===== src/hyper_pkg.sv =====
// Shared constants, width types, channel structs and lane FSM states for the HyperBus controller
package hyper_pkg;

    localparam int unsigned NumChips  = 2;
    localparam int unsigned FifoDepth = 4;
    localparam int unsigned CaBytes   = 6;

    typedef logic [31:0] addr_t;
    typedef logic [7:0]  burst_t;
    typedef logic [15:0] half_t;

    typedef struct packed {
        logic [3:0] latency;
        logic [7:0] timeout;
    } hyper_cfg_t;

    typedef struct packed {
        logic   write;
        addr_t  addr;
        burst_t burst;
    } hyper_tf_t;

    typedef struct packed {
        logic [31:0] data;
        logic [3:0]  strb;
        logic        last;
    } hyper_tx_t;

    typedef struct packed {
        logic [31:0] data;
        logic        last;
        logic        error;
    } hyper_rx_t;

    // One lane carries one 16-bit half of each word
    typedef struct packed {
        half_t      data;
        logic [1:0] strb;
        logic       last;
    } lane_tx_t;

    typedef struct packed {
        half_t data;
        logic  last;
        logic  error;
    } lane_rx_t;

    typedef enum logic [2:0] {IDLE, CMD, LATENCY, WRITE, READ, RESP} lane_state_e;

endpackage

===== src/hyper_phy_if.sv =====
// Top level of the two-lane HyperBus controller; 32-bit channels in, two lane buses out
`timescale 1ns/1ps

module hyper_phy_if (
    input  logic                                  clk_i,
    input  logic                                  arst_n_i,
    input  hyper_pkg::hyper_cfg_t                 cfg_i,
    input  logic                                  trans_valid_i,
    output logic                                  trans_ready_o,
    input  hyper_pkg::hyper_tf_t                  trans_i,
    input  logic [hyper_pkg::NumChips-1:0]        trans_cs_i,
    input  logic                                  tx_valid_i,
    output logic                                  tx_ready_o,
    input  hyper_pkg::hyper_tx_t                  tx_i,
    output logic                                  rx_valid_o,
    input  logic                                  rx_ready_i,
    output hyper_pkg::hyper_rx_t                  rx_o,
    output logic                                  b_valid_o,
    input  logic                                  b_ready_i,
    output logic                                  b_error_o,
    output logic [1:0][hyper_pkg::NumChips-1:0]   hyper_cs_no,
    output logic [1:0]                            hyper_ck_o,
    output logic [1:0]                            hyper_rwds_o,
    input  logic [1:0]                            hyper_rwds_i,
    output logic [1:0]                            hyper_rwds_oe_o,
    output logic [1:0][7:0]                       hyper_dq_o,
    input  logic [1:0][7:0]                       hyper_dq_i,
    output logic [1:0]                            hyper_dq_oe_o,
    output logic [1:0]                            hyper_reset_no
);
    import hyper_pkg::*;

    logic [1:0]     lane_trans_ready;
    logic [1:0]     lane_tx_ready;
    logic [1:0]     lane_rx_valid;
    logic [1:0]     fifo_in_ready;
    logic [1:0]     fifo_valid;
    logic [1:0]     lane_b_valid;
    logic [1:0]     lane_b_error;
    lane_rx_t [1:0] lane_rx;
    lane_rx_t [1:0] fifo_rx;
    logic           lane_trans_valid;
    logic           lane_tx_valid;
    logic           fifo_ready;
    logic           lane_b_ready;

    // Device reset follows the system reset
    assign hyper_reset_no = {2{arst_n_i}};

    for (genvar i = 0; i < 2; i++) begin : g_lane
        hyper_lane i_lane (
            .clk_i         (clk_i),
            .arst_n_i      (arst_n_i),
            .cfg_i         (cfg_i),
            .trans_valid_i (lane_trans_valid),
            .trans_ready_o (lane_trans_ready[i]),
            .trans_i       (trans_i),
            .trans_cs_i    (trans_cs_i),
            .tx_valid_i    (lane_tx_valid),
            .tx_ready_o    (lane_tx_ready[i]),
            .tx_i          ({tx_i.data[16*i +: 16], tx_i.strb[2*i +: 2], tx_i.last}),
            .rx_valid_o    (lane_rx_valid[i]),
            .rx_ready_i    (fifo_in_ready[i]),
            .rx_o          (lane_rx[i]),
            .b_valid_o     (lane_b_valid[i]),
            .b_ready_i     (lane_b_ready),
            .b_error_o     (lane_b_error[i]),
            .cs_no         (hyper_cs_no[i]),
            .ck_o          (hyper_ck_o[i]),
            .rwds_o        (hyper_rwds_o[i]),
            .rwds_i        (hyper_rwds_i[i]),
            .rwds_oe_o     (hyper_rwds_oe_o[i]),
            .dq_o          (hyper_dq_o[i]),
            .dq_i          (hyper_dq_i[i]),
            .dq_oe_o       (hyper_dq_oe_o[i])
        );

        hyper_rx_fifo i_rx_fifo (
            .clk_i    (clk_i),
            .arst_n_i (arst_n_i),
            .valid_i  (lane_rx_valid[i]),
            .ready_o  (fifo_in_ready[i]),
            .data_i   (lane_rx[i]),
            .valid_o  (fifo_valid[i]),
            .ready_i  (fifo_ready),
            .data_o   (fifo_rx[i])
        );
    end

    hyper_lane_join i_join (
        .clk_i              (clk_i),
        .arst_n_i           (arst_n_i),
        .trans_valid_i      (trans_valid_i),
        .trans_ready_o      (trans_ready_o),
        .lane_trans_ready_i (lane_trans_ready),
        .lane_trans_valid_o (lane_trans_valid),
        .tx_valid_i         (tx_valid_i),
        .tx_ready_o         (tx_ready_o),
        .lane_tx_ready_i    (lane_tx_ready),
        .lane_tx_valid_o    (lane_tx_valid),
        .fifo_valid_i       (fifo_valid),
        .fifo_rx_i          (fifo_rx),
        .fifo_ready_o       (fifo_ready),
        .rx_valid_o         (rx_valid_o),
        .rx_ready_i         (rx_ready_i),
        .rx_o               (rx_o),
        .lane_b_valid_i     (lane_b_valid),
        .lane_b_error_i     (lane_b_error),
        .lane_b_ready_o     (lane_b_ready),
        .b_valid_o          (b_valid_o),
        .b_ready_i          (b_ready_i),
        .b_error_o          (b_error_o)
    );

endmodule


===== src/hyper_lane_join.sv =====
// Merges the handshakes and data of the two lanes into single 32-bit channels
`timescale 1ns/1ps

module hyper_lane_join (
    input  logic                      clk_i,
    input  logic                      arst_n_i,
    input  logic                      trans_valid_i,
    output logic                      trans_ready_o,
    input  logic [1:0]                lane_trans_ready_i,
    output logic                      lane_trans_valid_o,
    input  logic                      tx_valid_i,
    output logic                      tx_ready_o,
    input  logic [1:0]                lane_tx_ready_i,
    output logic                      lane_tx_valid_o,
    input  logic [1:0]                fifo_valid_i,
    input  hyper_pkg::lane_rx_t [1:0] fifo_rx_i,
    output logic                      fifo_ready_o,
    output logic                      rx_valid_o,
    input  logic                      rx_ready_i,
    output hyper_pkg::hyper_rx_t      rx_o,
    input  logic [1:0]                lane_b_valid_i,
    input  logic [1:0]                lane_b_error_i,
    output logic                      lane_b_ready_o,
    output logic                      b_valid_o,
    input  logic                      b_ready_i,
    output logic                      b_error_o
);

    // Lanes only see a handshake once both of them can take it
    assign trans_ready_o      = &lane_trans_ready_i;
    assign lane_trans_valid_o = trans_valid_i && trans_ready_o;
    assign tx_ready_o         = &lane_tx_ready_i;
    assign lane_tx_valid_o    = tx_valid_i && tx_ready_o;

    // Both FIFOs pop together
    assign rx_valid_o   = &fifo_valid_i;
    assign fifo_ready_o = rx_ready_i && rx_valid_o;
    assign rx_o.data    = {fifo_rx_i[1].data, fifo_rx_i[0].data};
    assign rx_o.error   = fifo_rx_i[0].error || fifo_rx_i[1].error;
    assign rx_o.last    = fifo_rx_i[0].last && fifo_rx_i[1].last;

    assign b_valid_o      = &lane_b_valid_i;
    assign lane_b_ready_o = b_ready_i && b_valid_o;
    assign b_error_o      = |lane_b_error_i;

    assert property (@(posedge clk_i) disable iff (!arst_n_i)
        &fifo_valid_i |-> (fifo_rx_i[0].last == fifo_rx_i[1].last));

    // Lanes run in lockstep, so their responses line up
    assert property (@(posedge clk_i) disable iff (!arst_n_i)
        lane_b_valid_i[0] |-> lane_b_valid_i[1] && (lane_b_error_i[0] == lane_b_error_i[1]));

endmodule


===== src/hyper_rx_fifo.sv =====
// Read FIFO behind one lane; registered output with valid/ready on both sides
`timescale 1ns/1ps

module hyper_rx_fifo (
    input  logic                clk_i,
    input  logic                arst_n_i,
    input  logic                valid_i,
    output logic                ready_o,
    input  hyper_pkg::lane_rx_t data_i,
    output logic                valid_o,
    input  logic                ready_i,
    output hyper_pkg::lane_rx_t data_o
);
    import hyper_pkg::*;

    // Depth is a power of two, so pointers wrap on their own
    lane_rx_t                       mem_q [FifoDepth];
    logic [$clog2(FifoDepth)-1:0]   wptr_q;
    logic [$clog2(FifoDepth)-1:0]   rptr_q;
    logic [$clog2(FifoDepth):0]     count_q;
    logic                           push;
    logic                           pop;

    assign ready_o = (count_q != FifoDepth);
    assign valid_o = (count_q != 0);
    assign data_o  = mem_q[rptr_q];
    assign push    = valid_i && ready_o;
    assign pop     = valid_o && ready_i;

    always_ff @(posedge clk_i) begin
        if (push) begin
            mem_q[wptr_q] <= data_i;
        end
    end

    always_ff @(posedge clk_i or negedge arst_n_i) begin
        if (!arst_n_i) begin
            wptr_q  <= '0;
            rptr_q  <= '0;
            count_q <= '0;
        end else begin
            if (push) begin
                wptr_q <= wptr_q + 1'b1;
            end
            if (pop) begin
                rptr_q <= rptr_q + 1'b1;
            end
            count_q <= count_q + push - pop;
        end
    end

    // A full FIFO with no pop must not take another entry
    assert property (@(posedge clk_i) disable iff (!arst_n_i)
        (count_q == FifoDepth && !ready_i) |=> $stable(wptr_q));

endmodule


===== src/hyper_lane.sv =====
// Single HyperBus lane engine; runs command, latency and data phases for one 16-bit half
`timescale 1ns/1ps

module hyper_lane (
    input  logic                             clk_i,
    input  logic                             arst_n_i,
    input  hyper_pkg::hyper_cfg_t            cfg_i,
    input  logic                             trans_valid_i,
    output logic                             trans_ready_o,
    input  hyper_pkg::hyper_tf_t             trans_i,
    input  logic [hyper_pkg::NumChips-1:0]   trans_cs_i,
    input  logic                             tx_valid_i,
    output logic                             tx_ready_o,
    input  hyper_pkg::lane_tx_t              tx_i,
    output logic                             rx_valid_o,
    input  logic                             rx_ready_i,
    output hyper_pkg::lane_rx_t              rx_o,
    output logic                             b_valid_o,
    input  logic                             b_ready_i,
    output logic                             b_error_o,
    output logic [hyper_pkg::NumChips-1:0]   cs_no,
    output logic                             ck_o,
    output logic                             rwds_o,
    input  logic                             rwds_i,
    output logic                             rwds_oe_o,
    output logic [7:0]                       dq_o,
    input  logic [7:0]                       dq_i,
    output logic                             dq_oe_o
);
    import hyper_pkg::*;

    lane_state_e             state_q;
    logic [CaBytes*8-1:0]    ca_q;
    logic [3:0]              cnt_q;
    burst_t                  word_q;
    burst_t                  burst_q;
    logic [7:0]              tmo_q;
    logic [7:0]              lo_q;
    logic                    write_q;
    logic                    timed_out_q;
    logic                    byte_q;
    logic                    hold_v_q;
    lane_tx_t                hold_q;
    logic                    slot_free;
    logic                    wr_fin;
    logic                    rd_last;
    logic                    tx_acc;
    logic                    rx_load;
    logic                    fin;

    assign trans_ready_o = (state_q == IDLE);
    assign tx_ready_o    = (state_q == WRITE) && (!hold_v_q || (byte_q && !wr_fin));
    assign tx_acc        = tx_valid_i && tx_ready_o;
    assign slot_free     = !rx_valid_o || rx_ready_i;
    assign wr_fin        = hold_q.last || (word_q == burst_q);
    assign rd_last       = (word_q == burst_q);
    assign b_valid_o     = (state_q == RESP) && write_q;
    assign dq_oe_o       = (state_q == CMD) || (state_q == WRITE);
    assign rwds_oe_o     = (state_q == WRITE);

    // Timed-out reads fill the remaining beats without clocking the device
    assign rx_load = (state_q == READ)
                     && (timed_out_q ? slot_free : (ck_o && rwds_i && byte_q));
    assign fin     = ((state_q == WRITE) && hold_v_q && byte_q && wr_fin)
                     || (rx_load && rd_last);

    // Bus clock stops when a write beat is missing or the read FIFO is full
    always_comb begin
        case (state_q)
            CMD, LATENCY: ck_o = 1'b1;
            WRITE:        ck_o = hold_v_q;
            READ:         ck_o = !timed_out_q && slot_free;
            default:      ck_o = 1'b0;
        endcase
    end

    // Low byte goes first, rwds carries the byte mask
    always_comb begin
        dq_o   = '0;
        rwds_o = 1'b0;
        if (state_q == CMD) begin
            dq_o = ca_q[CaBytes*8-1 -: 8];
        end else if (state_q == WRITE) begin
            dq_o   = byte_q ? hold_q.data[15:8] : hold_q.data[7:0];
            rwds_o = ~hold_q.strb[byte_q];
        end
    end

    always_ff @(posedge clk_i) begin
        if (trans_valid_i && trans_ready_o) begin
            // Command bytes: write flag, word address, burst length
            ca_q    <= {trans_i.write, 7'b0, trans_i.addr, trans_i.burst};
            write_q <= trans_i.write;
            burst_q <= trans_i.burst;
        end else if (state_q == CMD) begin
            ca_q <= ca_q << 8;
        end
        if (tx_acc) begin
            hold_q <= tx_i;
        end
        if (ck_o && rwds_i && !byte_q) begin
            lo_q <= dq_i;
        end
        if (rx_load) begin
            rx_o.data  <= timed_out_q ? '0 : {dq_i, lo_q};
            rx_o.last  <= rd_last;
            rx_o.error <= timed_out_q;
        end
        if (fin && state_q == WRITE) begin
            b_error_o <= hold_q.last != (word_q == burst_q);
        end
    end

    always_ff @(posedge clk_i or negedge arst_n_i) begin
        if (!arst_n_i) begin
            state_q     <= IDLE;
            cs_no       <= '1;
            cnt_q       <= '0;
            word_q      <= '0;
            tmo_q       <= '0;
            timed_out_q <= 1'b0;
            byte_q      <= 1'b0;
            hold_v_q    <= 1'b0;
            rx_valid_o  <= 1'b0;
        end else begin
            hold_v_q <= tx_acc || (hold_v_q && !byte_q);
            if (rx_load) begin
                rx_valid_o <= 1'b1;
                word_q     <= word_q + 1'b1;
            end else if (rx_ready_i) begin
                rx_valid_o <= 1'b0;
            end
            case (state_q)
                IDLE: if (trans_valid_i) begin
                    state_q     <= CMD;
                    cs_no       <= ~trans_cs_i;
                    cnt_q       <= '0;
                    word_q      <= '0;
                    tmo_q       <= '0;
                    timed_out_q <= 1'b0;
                    byte_q      <= 1'b0;
                end
                CMD: begin
                    cnt_q <= cnt_q + 1'b1;
                    if (cnt_q == CaBytes - 1) begin
                        cnt_q   <= '0;
                        state_q <= LATENCY;
                    end
                end
                LATENCY: begin
                    cnt_q <= cnt_q + 1'b1;
                    if (cnt_q + 4'd1 >= cfg_i.latency) begin
                        state_q <= write_q ? WRITE : READ;
                    end
                end
                WRITE: if (hold_v_q) begin
                    byte_q <= ~byte_q;
                    if (byte_q) begin
                        word_q <= word_q + 1'b1;
                    end
                end
                READ: if (!timed_out_q && ck_o) begin
                    if (rwds_i) begin
                        tmo_q  <= '0;
                        byte_q <= ~byte_q;
                    end else begin
                        tmo_q <= tmo_q + 1'b1;
                        if (tmo_q == cfg_i.timeout) begin
                            timed_out_q <= 1'b1;
                        end
                    end
                end
                RESP: if (write_q ? b_ready_i : !rx_valid_o) begin
                    state_q <= IDLE;
                end
                default: state_q <= IDLE;
            endcase
            if (fin) begin
                state_q <= RESP;
                cs_no   <= '1;
            end
        end
    end

    assert property (@(posedge clk_i) disable iff (!arst_n_i) (state_q == IDLE) |-> &cs_no);
    assert property (@(posedge clk_i) disable iff (!arst_n_i) (state_q == READ) |-> !dq_oe_o);

endmodule


===== config.mk =====
export PLATFORM = sky130hd
export DESIGN_NAME = hyper_phy_if
export DESIGN_NICKNAME = d
export VERILOG_FILES = /design/src/hyper_pkg.sv /design/src/hyper_phy_if.sv /design/src/hyper_lane_join.sv /design/src/hyper_rx_fifo.sv /design/src/hyper_lane.sv
export SDC_FILE = /design/constraint.sdc
export NUM_CORES = 1
export LEC_CHECK = 0
export BUFFER_PORTS_ARGS = -buffer_cell sky130_fd_sc_hd__buf_4
export CORE_UTILIZATION = 50
export CTS_CLUSTER_SIZE = 24
export DETAILED_ROUTE_END_ITERATION = 12
export PLACE_DENSITY_LB_ADDON = 0.25
export RECOVER_POWER = 50
export SETUP_SLACK_MARGIN = 0.1
export SYNTH_ARGS = -nofsm -noshare
export SYNTH_HDL_FRONTEND = slang
export SYNTH_HIERARCHICAL = 1
export SYNTH_SLANG_ARGS = --single-unit

===== constraint.sdc =====
create_clock -name clk_i -period 3 [get_ports clk_i]
set_input_delay 0.6 -clock clk_i [delete_from_list [all_inputs] [get_ports clk_i]]
set_output_delay 0.6 -clock clk_i [all_outputs]
set_load 0.01 [all_outputs]

-- Yosys cells after proc, flatten, opt, wreduce, memory -nomap -nowiden
Memories as Yosys holds them, arrays and structs flattened.
Index checks and enable logic that the tools add are counted.
- add/subtract/negate cells: 14
- order comparisons: 4
- equal/unequal tests: 42
- multiplexer cells: 89
- bitwise operators: 5
- reductions and logical operators: 105
- operators by type and width (operator ; number):
    $mux 48 ; 4
    $mux 8 ; 19
    $pmux 8 s2 ; 4
    $logic_and 1x1->1 ; 43
    $mux 1 ; 33
    $mux 3 ; 11
    $add 8x1->8 const B ; 4
    $eq 8x8->1 ; 4
    $pmux 3 s5 ; 2
    $reduce_and 5->1 ; 6
    $pmux 4 s3 ; 2
    $ne 2x2->1 const B ; 11
    $reduce_bool 2->1 ; 10
    $reduce_bool 3->1 ; 6
    $reduce_and 2->1 ; 8
    $ne 3x2->1 const B ; 5
    $logic_or 1x1->1 ; 13
    $eq 3x2->1 const B ; 4
    $eq 3x3->1 const B ; 4
    $mux 4 ; 3
    $pmux 1 s3 ; 4
    $logic_not 1->1 ; 10
    $mux 2 ; 5
    $reduce_or 2->1 ; 5
    other kinds (17) ; 39
- bits in registers: 278
- memory bits (writable): 144
- bits of input ports: 116
- logic and storage cells: 309
- memories kept: 2
- memory list (memory ; depth ; bits a word ; read ports ; clocked after Yosys merged registers in ; write ports ; RTL line ; text):
    g_lane[0].i_rx_fifo.mem_q ; 4 ; 18 ; 1 ; 0 ; 1 ; hyper_rx_fifo.sv:17 ; lane_rx_t mem_q [FifoDepth];
    g_lane[1].i_rx_fifo.mem_q ; 4 ; 18 ; 1 ; 0 ; 1 ; hyper_rx_fifo.sv:17 ;

-- Depth between registers and ports, before layout
- depth in word-level cells: 12
- depth in mapped cells: 10

-- Cells and area by module
Netlist, hierarchy kept.
- by module, submodules not included (module ; instances ; cells each ; area each (µm²)):
    hyper_rx_fifo ; 2 ; 135 ; 3074.2
    hyper_lane at g_lane[1].i_lane ; 1 ; 450 ; 5886.9
    hyper_lane at g_lane[0].i_lane ; 1 ; 450 ; 5774.3
    hyper_lane_join ; 1 ; 43 ; 309.0
    hyper_phy_if ; 1 ; 2 ; 15.0

-- Worst setup path after synthesis
No wires, ideal clock.
- path kind: register -> register
- start point: reg g_lane[0].i_lane.state_q[1]
- end point: reg g_lane[0].i_lane.state_q[1]
- setup time: 0.123 ns
- arrival time: 2.929 ns
- data required time: 2.877 ns
- path slack: -0.052 ns
- cell stages (with the launch flop): 7
- buffers on the path: 2
- period minus slack after synthesis: 3.052 ns
- cell sequence: dfrtp_1 > buf_2 > or3b_1 > buf_6 > nor3_1 > a31oi_1 > o221a_2
- longest elaborated chain between the ends: 11
- elaborated cells on any way between the ends: 32
- classes of those cells: eq/ne (10); mux (5); reduce/logical (17)
- ends and longest elaborated chain (item ; RTL line ; text):
    from (decl) ; hyper_lane.sv:32 ; lane_state_e state_q;
    from (signal assigned) ; hyper_lane.sv:153 ; state_q <= write_q ? WRITE : READ;
    $eq 3x2->1 or $eq 3x1->1 (tied branches) ; hyper_lane.sv:69 ; case (state_q)
    $reduce_or 2->1 ; hyper_lane.sv:69 ;
    $pmux 1 s3 ; hyper_lane.sv:69 ;
    $logic_and 1x1->1 (2 in a row) ; hyper_lane.sv:63 ; && (timed_out_q ? slot_free : (ck_o && rwds_i && byte_q));
    $mux 1 ; hyper_lane.sv:63 ;
    $logic_and 1x1->1 * ; hyper_lane.sv:63 ;
    via g_lane[0].i_lane.rx_load ; hyper_lane.sv:48 ; logic rx_load;
    $logic_and 1x1->1 * ; hyper_lane.sv:65 ; || (rx_load && rd_last);
    $logic_or 1x1->1 * ; hyper_lane.sv:65 ;
    $ne 3x2->1 (no line), or another cell as far along ; n/a ;
    $reduce_and 5->1 (no line) ; n/a ;
Mark *: on every way through the listed nets, which the timed path passes. The rest lies on a longest branch.
A chain may end at the register's enable or synchronous reset.

-- Worst setup path in the final report
- start point: reg g_lane[1].i_lane.word_q[3]
- end point: out tx_ready_o
- longest elaborated chain between the ends: 7
- ends and longest elaborated chain (item ; RTL line ; text):
    from (decl) ; hyper_lane.sv:35 ; burst_t word_q;
    from (signal assigned) ; hyper_lane.sv:129 ; word_q <= word_q + 1'b1;
    from (signal assigned) ; hyper_lane.sv:159 ; word_q <= word_q + 1'b1;
    $eq 8x8->1 ; hyper_lane.sv:55 ; assign wr_fin = hold_q.last || (word_q == burst_q);
    $logic_or 1x1->1 ; hyper_lane.sv:55 ;
    $logic_not 1->1 ; hyper_lane.sv:52 ; assign tx_ready_o = (state_q == WRITE) && (!hold_v_q || (byte_q && !wr_fin));
    $logic_and 1x1->1 ; hyper_lane.sv:52 ;
    $logic_or 1x1->1 ; hyper_lane.sv:52 ;
    $logic_and 1x1->1 ; hyper_lane.sv:52 ;
    via lane_tx_ready[1] ; hyper_phy_if.sv:34 ; logic [1:0] lane_tx_ready;
    $reduce_and 2->1 ; hyper_lane_join.sv:32 ; assign tx_ready_o = &lane_tx_ready_i;
    to (decl) ; hyper_phy_if.sv:13 ; output logic tx_ready_o,
The timed path passes the listed nets, and every way through them passes these cells.

==> impl_metrics.json <==
{
  "syn_to_final_growth_pct": 17.5,
  "path_cells": "xor2_1, nor4_2, nand2_1, ha_2, nand2_1, a21oi_2, and2_4, buf_4",
  "synth_edf_count": 336,
  "numCtsBuffers": 44,
  "clk_latency_ns": 0.54,
  "via_count": 10600,
  "cts_root_buffer": "clkbuf_16",
  "core_area_mm2": 0.0357,
  "rsz0062_at_grt": "yes",
  "grt_usage_pct": 20.7,
  "outcome": "finished with violations",
  "worstMarginPinSlew_ns": 1.13,
  "antenna_left": 0,
  "async_flop_share_pct": 17.1,
  "ys_ff_latch": 422,
  "wl_per_cell_um": 19.7,
  "cp-start-kind": "flip-flop",
  "slew_violations": 0,
  "final_cell_mix": "edfxtp_1, buf_4, nand2_1, a22o_1, dfrtp_1",
  "ff2ff_path_depth": 8,
  "hold_ws_ns": 0.245,
  "grt_pass1_wl_um": 58400,
  "violations": "design-rule violations",
  "syn_inst": 1215,
  "max_clock_freq_mhz": 340,
  "grt_max_degree": 63,
  "drtIter0Drc": 703,
  "first_pass_iters": 9,
  "globalplace.congestion": 0.829,
  "dp_hpwl_um": 25300,
  "drive_gt1_share_pct": 25.1,
  "hold_violations": 0,
  "synth_ff_type": "edfxtp_1",
  "p_seq_share_pct": 44.5,
  "dp_cells": 1803,
  "vdd_drop_max_mv": 0.422,
  "dpl-instance-area_mm2": 0.0199,
  "via_per_inst": 5.56,
  "cts_tree": "yes",
  "slowest_stage": "dfrtp_2",
  "hold_depth": 2,
  "worstHoldPathType": "in2reg",
  "synthTopCellsByArea": "edfxtp_1, dfrtp_1, mux4_2",
  "start_util_pct": 50.9,
  "pin_count": 185,
  "clockBufferDepth": 3,
  "p_per_area_mw_per_mm2": 882,
  "die_y_um": 192,
  "layout.nets": 1550,
  "mostFrequentLayoutCell": "edfxtp_1",
  "drc": 8,
  "routed_wl_um": 37400,
  "clock_sinks": 422,
  "ys_types": 76,
  "power.switching_mw": 5.54,
  "r2r_end": "g_lane[1].i_lane/hold_q[4]",
  "slew_headroom_pct": 24.9,
  "p_leak_nw": 8.14,
  "endpoint": "tx_ready_o",
  "worst_ep_arrival_time_ns": 2.34,
  "yosysWarnings": 6,
  "p_total_mw": 18.8,
  "synth_area_mm2": 0.0181,
  "cp_max_fo": 3,
  "seq_area_frac_synth_pct": 67.1,
  "clock_power_share_pct": 27.2,
  "path_class": "reg2out",
  "rows": 69,
  "max_stage_delay_ns": 0.40,
  "worstPathRequired_ns": 2.40,
  "die_w_um": 192,
  "num_antenna_cells": 0,
  "dp_slack_ns": 0.273,
  "syn-num-nets": 1363,
  "p_int_mw": 13.3,
  "nFillCells": 2791,
  "synth_top_area_share_pct": 55.6,
  "htree_levels": 2,
  "regToRegSetupSlack_ns": 0.22,
  "clkTransAtPathRegs_ns": 0.05,
  "comb_power_share_pct": 28.3,
  "seq_area_mm2": 0.0122,
  "fin_ws_ns": 0.0598,
  "fin_area_mm2": 0.0213,
  "finalSetupViolCount": 0,
  "yosysTopAreaCell": "edfxtp_1",
  "synth.avg_cell_area_um2": 14.9,
  "cap_violations": 0,
  "io_buffer_count": 184,
  "worstSetupEndpointType": "output port",
  "cp_common_cell": "nand2_1",
  "fin_skew_ns": 0.0163,
  "period_minus_slack_ns": 2.94,
  "multiInputGateArea_mm2": 0.00529,
  "antenna_found_initial": 0,
  "timing.rr.start": "g_lane[0].i_lane/word_q[3]",
  "grt_overflow_total": 0,
  "swShare_pct": 29.5,
  "stdcell_count": 1898,
  "design.die.area_mm2": 0.0370,
  "period_share_pct": 98.0,
  "startpoint": "g_lane[1].i_lane/word_q[3]",
  "grt_pass1_vias": 10600
}
## how the worst min path moves through the flow
stage                                          from                          end  slack [ns]
final                                 trans_cs_i[1]    g_lane[0].i_lane/cs_no[1]        0.24
after global placement    g_lane[0].i_lane/ca_q[43]    g_lane[0].i_lane/ca_q[43]        0.44
after global routing                       tx_i[34]  g_lane[1].i_lane/hold_q[16]        0.24
after CTS                                   tx_i[4]   g_lane[1].i_lane/hold_q[2]        0.21
after floorplan                            arst_n_i      g_lane[0].i_lane/byte_q        0.30
after detailed placement  g_lane[0].i_lane/ca_q[40]    g_lane[0].i_lane/ca_q[40]        0.45
## metal layers
metal  GRT usage [%]  vias up  wire, µm
li1                -     4954         -
met1            27.7     5282     15800
met2            35.1      266     19100
met3            3.04       52      1650
met4            5.75        0       819
met5               0        -         0
## state kept, by name (all words and copies together) (netlist names), 4 cells and up
name / flops
g_lane.i_lane/burst_q: 16
g_lane.i_lane/ca_q: 96
g_lane.i_lane/cnt_q: 8
g_lane.i_lane/cs_no: 4
g_lane.i_lane/hold_q: 38
g_lane.i_lane/lo_q: 16
g_lane.i_lane/rx_o: 36
g_lane.i_lane/state_q: 6
g_lane.i_lane/tmo_q: 16
g_lane.i_lane/word_q: 16
g_lane.i_rx_fifo/count_q: 6
g_lane.i_rx_fifo/mem_q: 144
g_lane.i_rx_fifo/rptr_q: 4
g_lane.i_rx_fifo/wptr_q: 4
## repair_timing
| action | 4_1_cts | 5_1_grt |
|---|---|---|
| resized for setup | 7 | 14 |
| setup endpoints to repair | 19 | 50 |
| setup buffers | 7 | 6 |
| pin swaps | 4 | 7 |
| hold buffers | 1 | 0 |
| hold endpoints to repair | 21 | 0 |
## cell usage after synthesis, types with 5 or more instances
cell type and n:
a211oi_1 7, a21o_1 7, a21oi_1 32, a22o_1 69
and2_1 25, and3_1 13, and3b_1 8, buf_1 7
buf_2 14, buf_4 40, buf_6 9, clkbuf_1 21
dfrtp_1 68, dfxtp_1 14, edfxtp_1 336, ha_1 30
inv_1 34, mux2i_1 26, mux4_2 36, nand2_1 96
nand2b_1 22, nand3_1 13, nand3b_1 5, nand4_1 6
nor2_1 17, nor2b_1 42, nor3_1 13, nor4_1 6
o211ai_1 10, o21ai_0 37, o21ai_1 12, o31ai_1 11
xnor2_1 9, xor2_1 34
## critical path, delay by kind of cell, from the launching register on
kind                       cells  cell delay [ns]
xor gates and xnor gates       1             0.17
and+or+nand+nor                4             0.80
DFF                            1             0.40
AOI/OAI and AO/OA              1             0.07
adders and majority gates      1             0.22
buffers and inverters          1             0.14
## power by group through the flow
stage / Combinational (mW) / Sequential [mW] / Clock (mW)
global placement: 5.15 / 8.44 / 0
floorplan: 3.86 / 8.25 / 0
detailed placement: 5.27 / 8.50 / 0
CTS: 5.42 / 8.39 / 5.24
finish: 5.33 / 8.37 / 5.10
global route: 5.90 / 8.51 / 5.47
## area by class of cell
class                           count  area share (%)
Clock inverter                     17           0.781
Multi-Input combinational cell    665            24.8
Tap cell                          461            2.71
Clock buffer                       64            5.57
Sequential cell                   422            57.2
Inverter                           37           0.652
Timing Repair Buffer              232            8.26
## through the flow
step           TNS (ns)  util [%]
2_1_floorplan         0         -
3_3_place_gp          0      55.7
3_5_place_dp          0      55.7
4_1_cts               0      59.8
5_1_grt         -0.0592      59.8
6_report              0      59.8
## logic make-up (layout without fill, tap and decap cells)
kind of cell             count (synthesis)  in the layout  share of synthesized area [%]
flip-flops                             422            422                           67.1
AND/OR/NAND/NOR                        304            304                           9.56
AO/OA/AOI/OAI                          222            222                           8.94
buffers and inverters                  128            350                           3.95
multiplexers                            64             64                           6.03
XOR/XNOR                                43             43                           2.08
adder cells (fa/ha/maj)                 32             32                           2.29
Power figures use the tool's default switching activity.
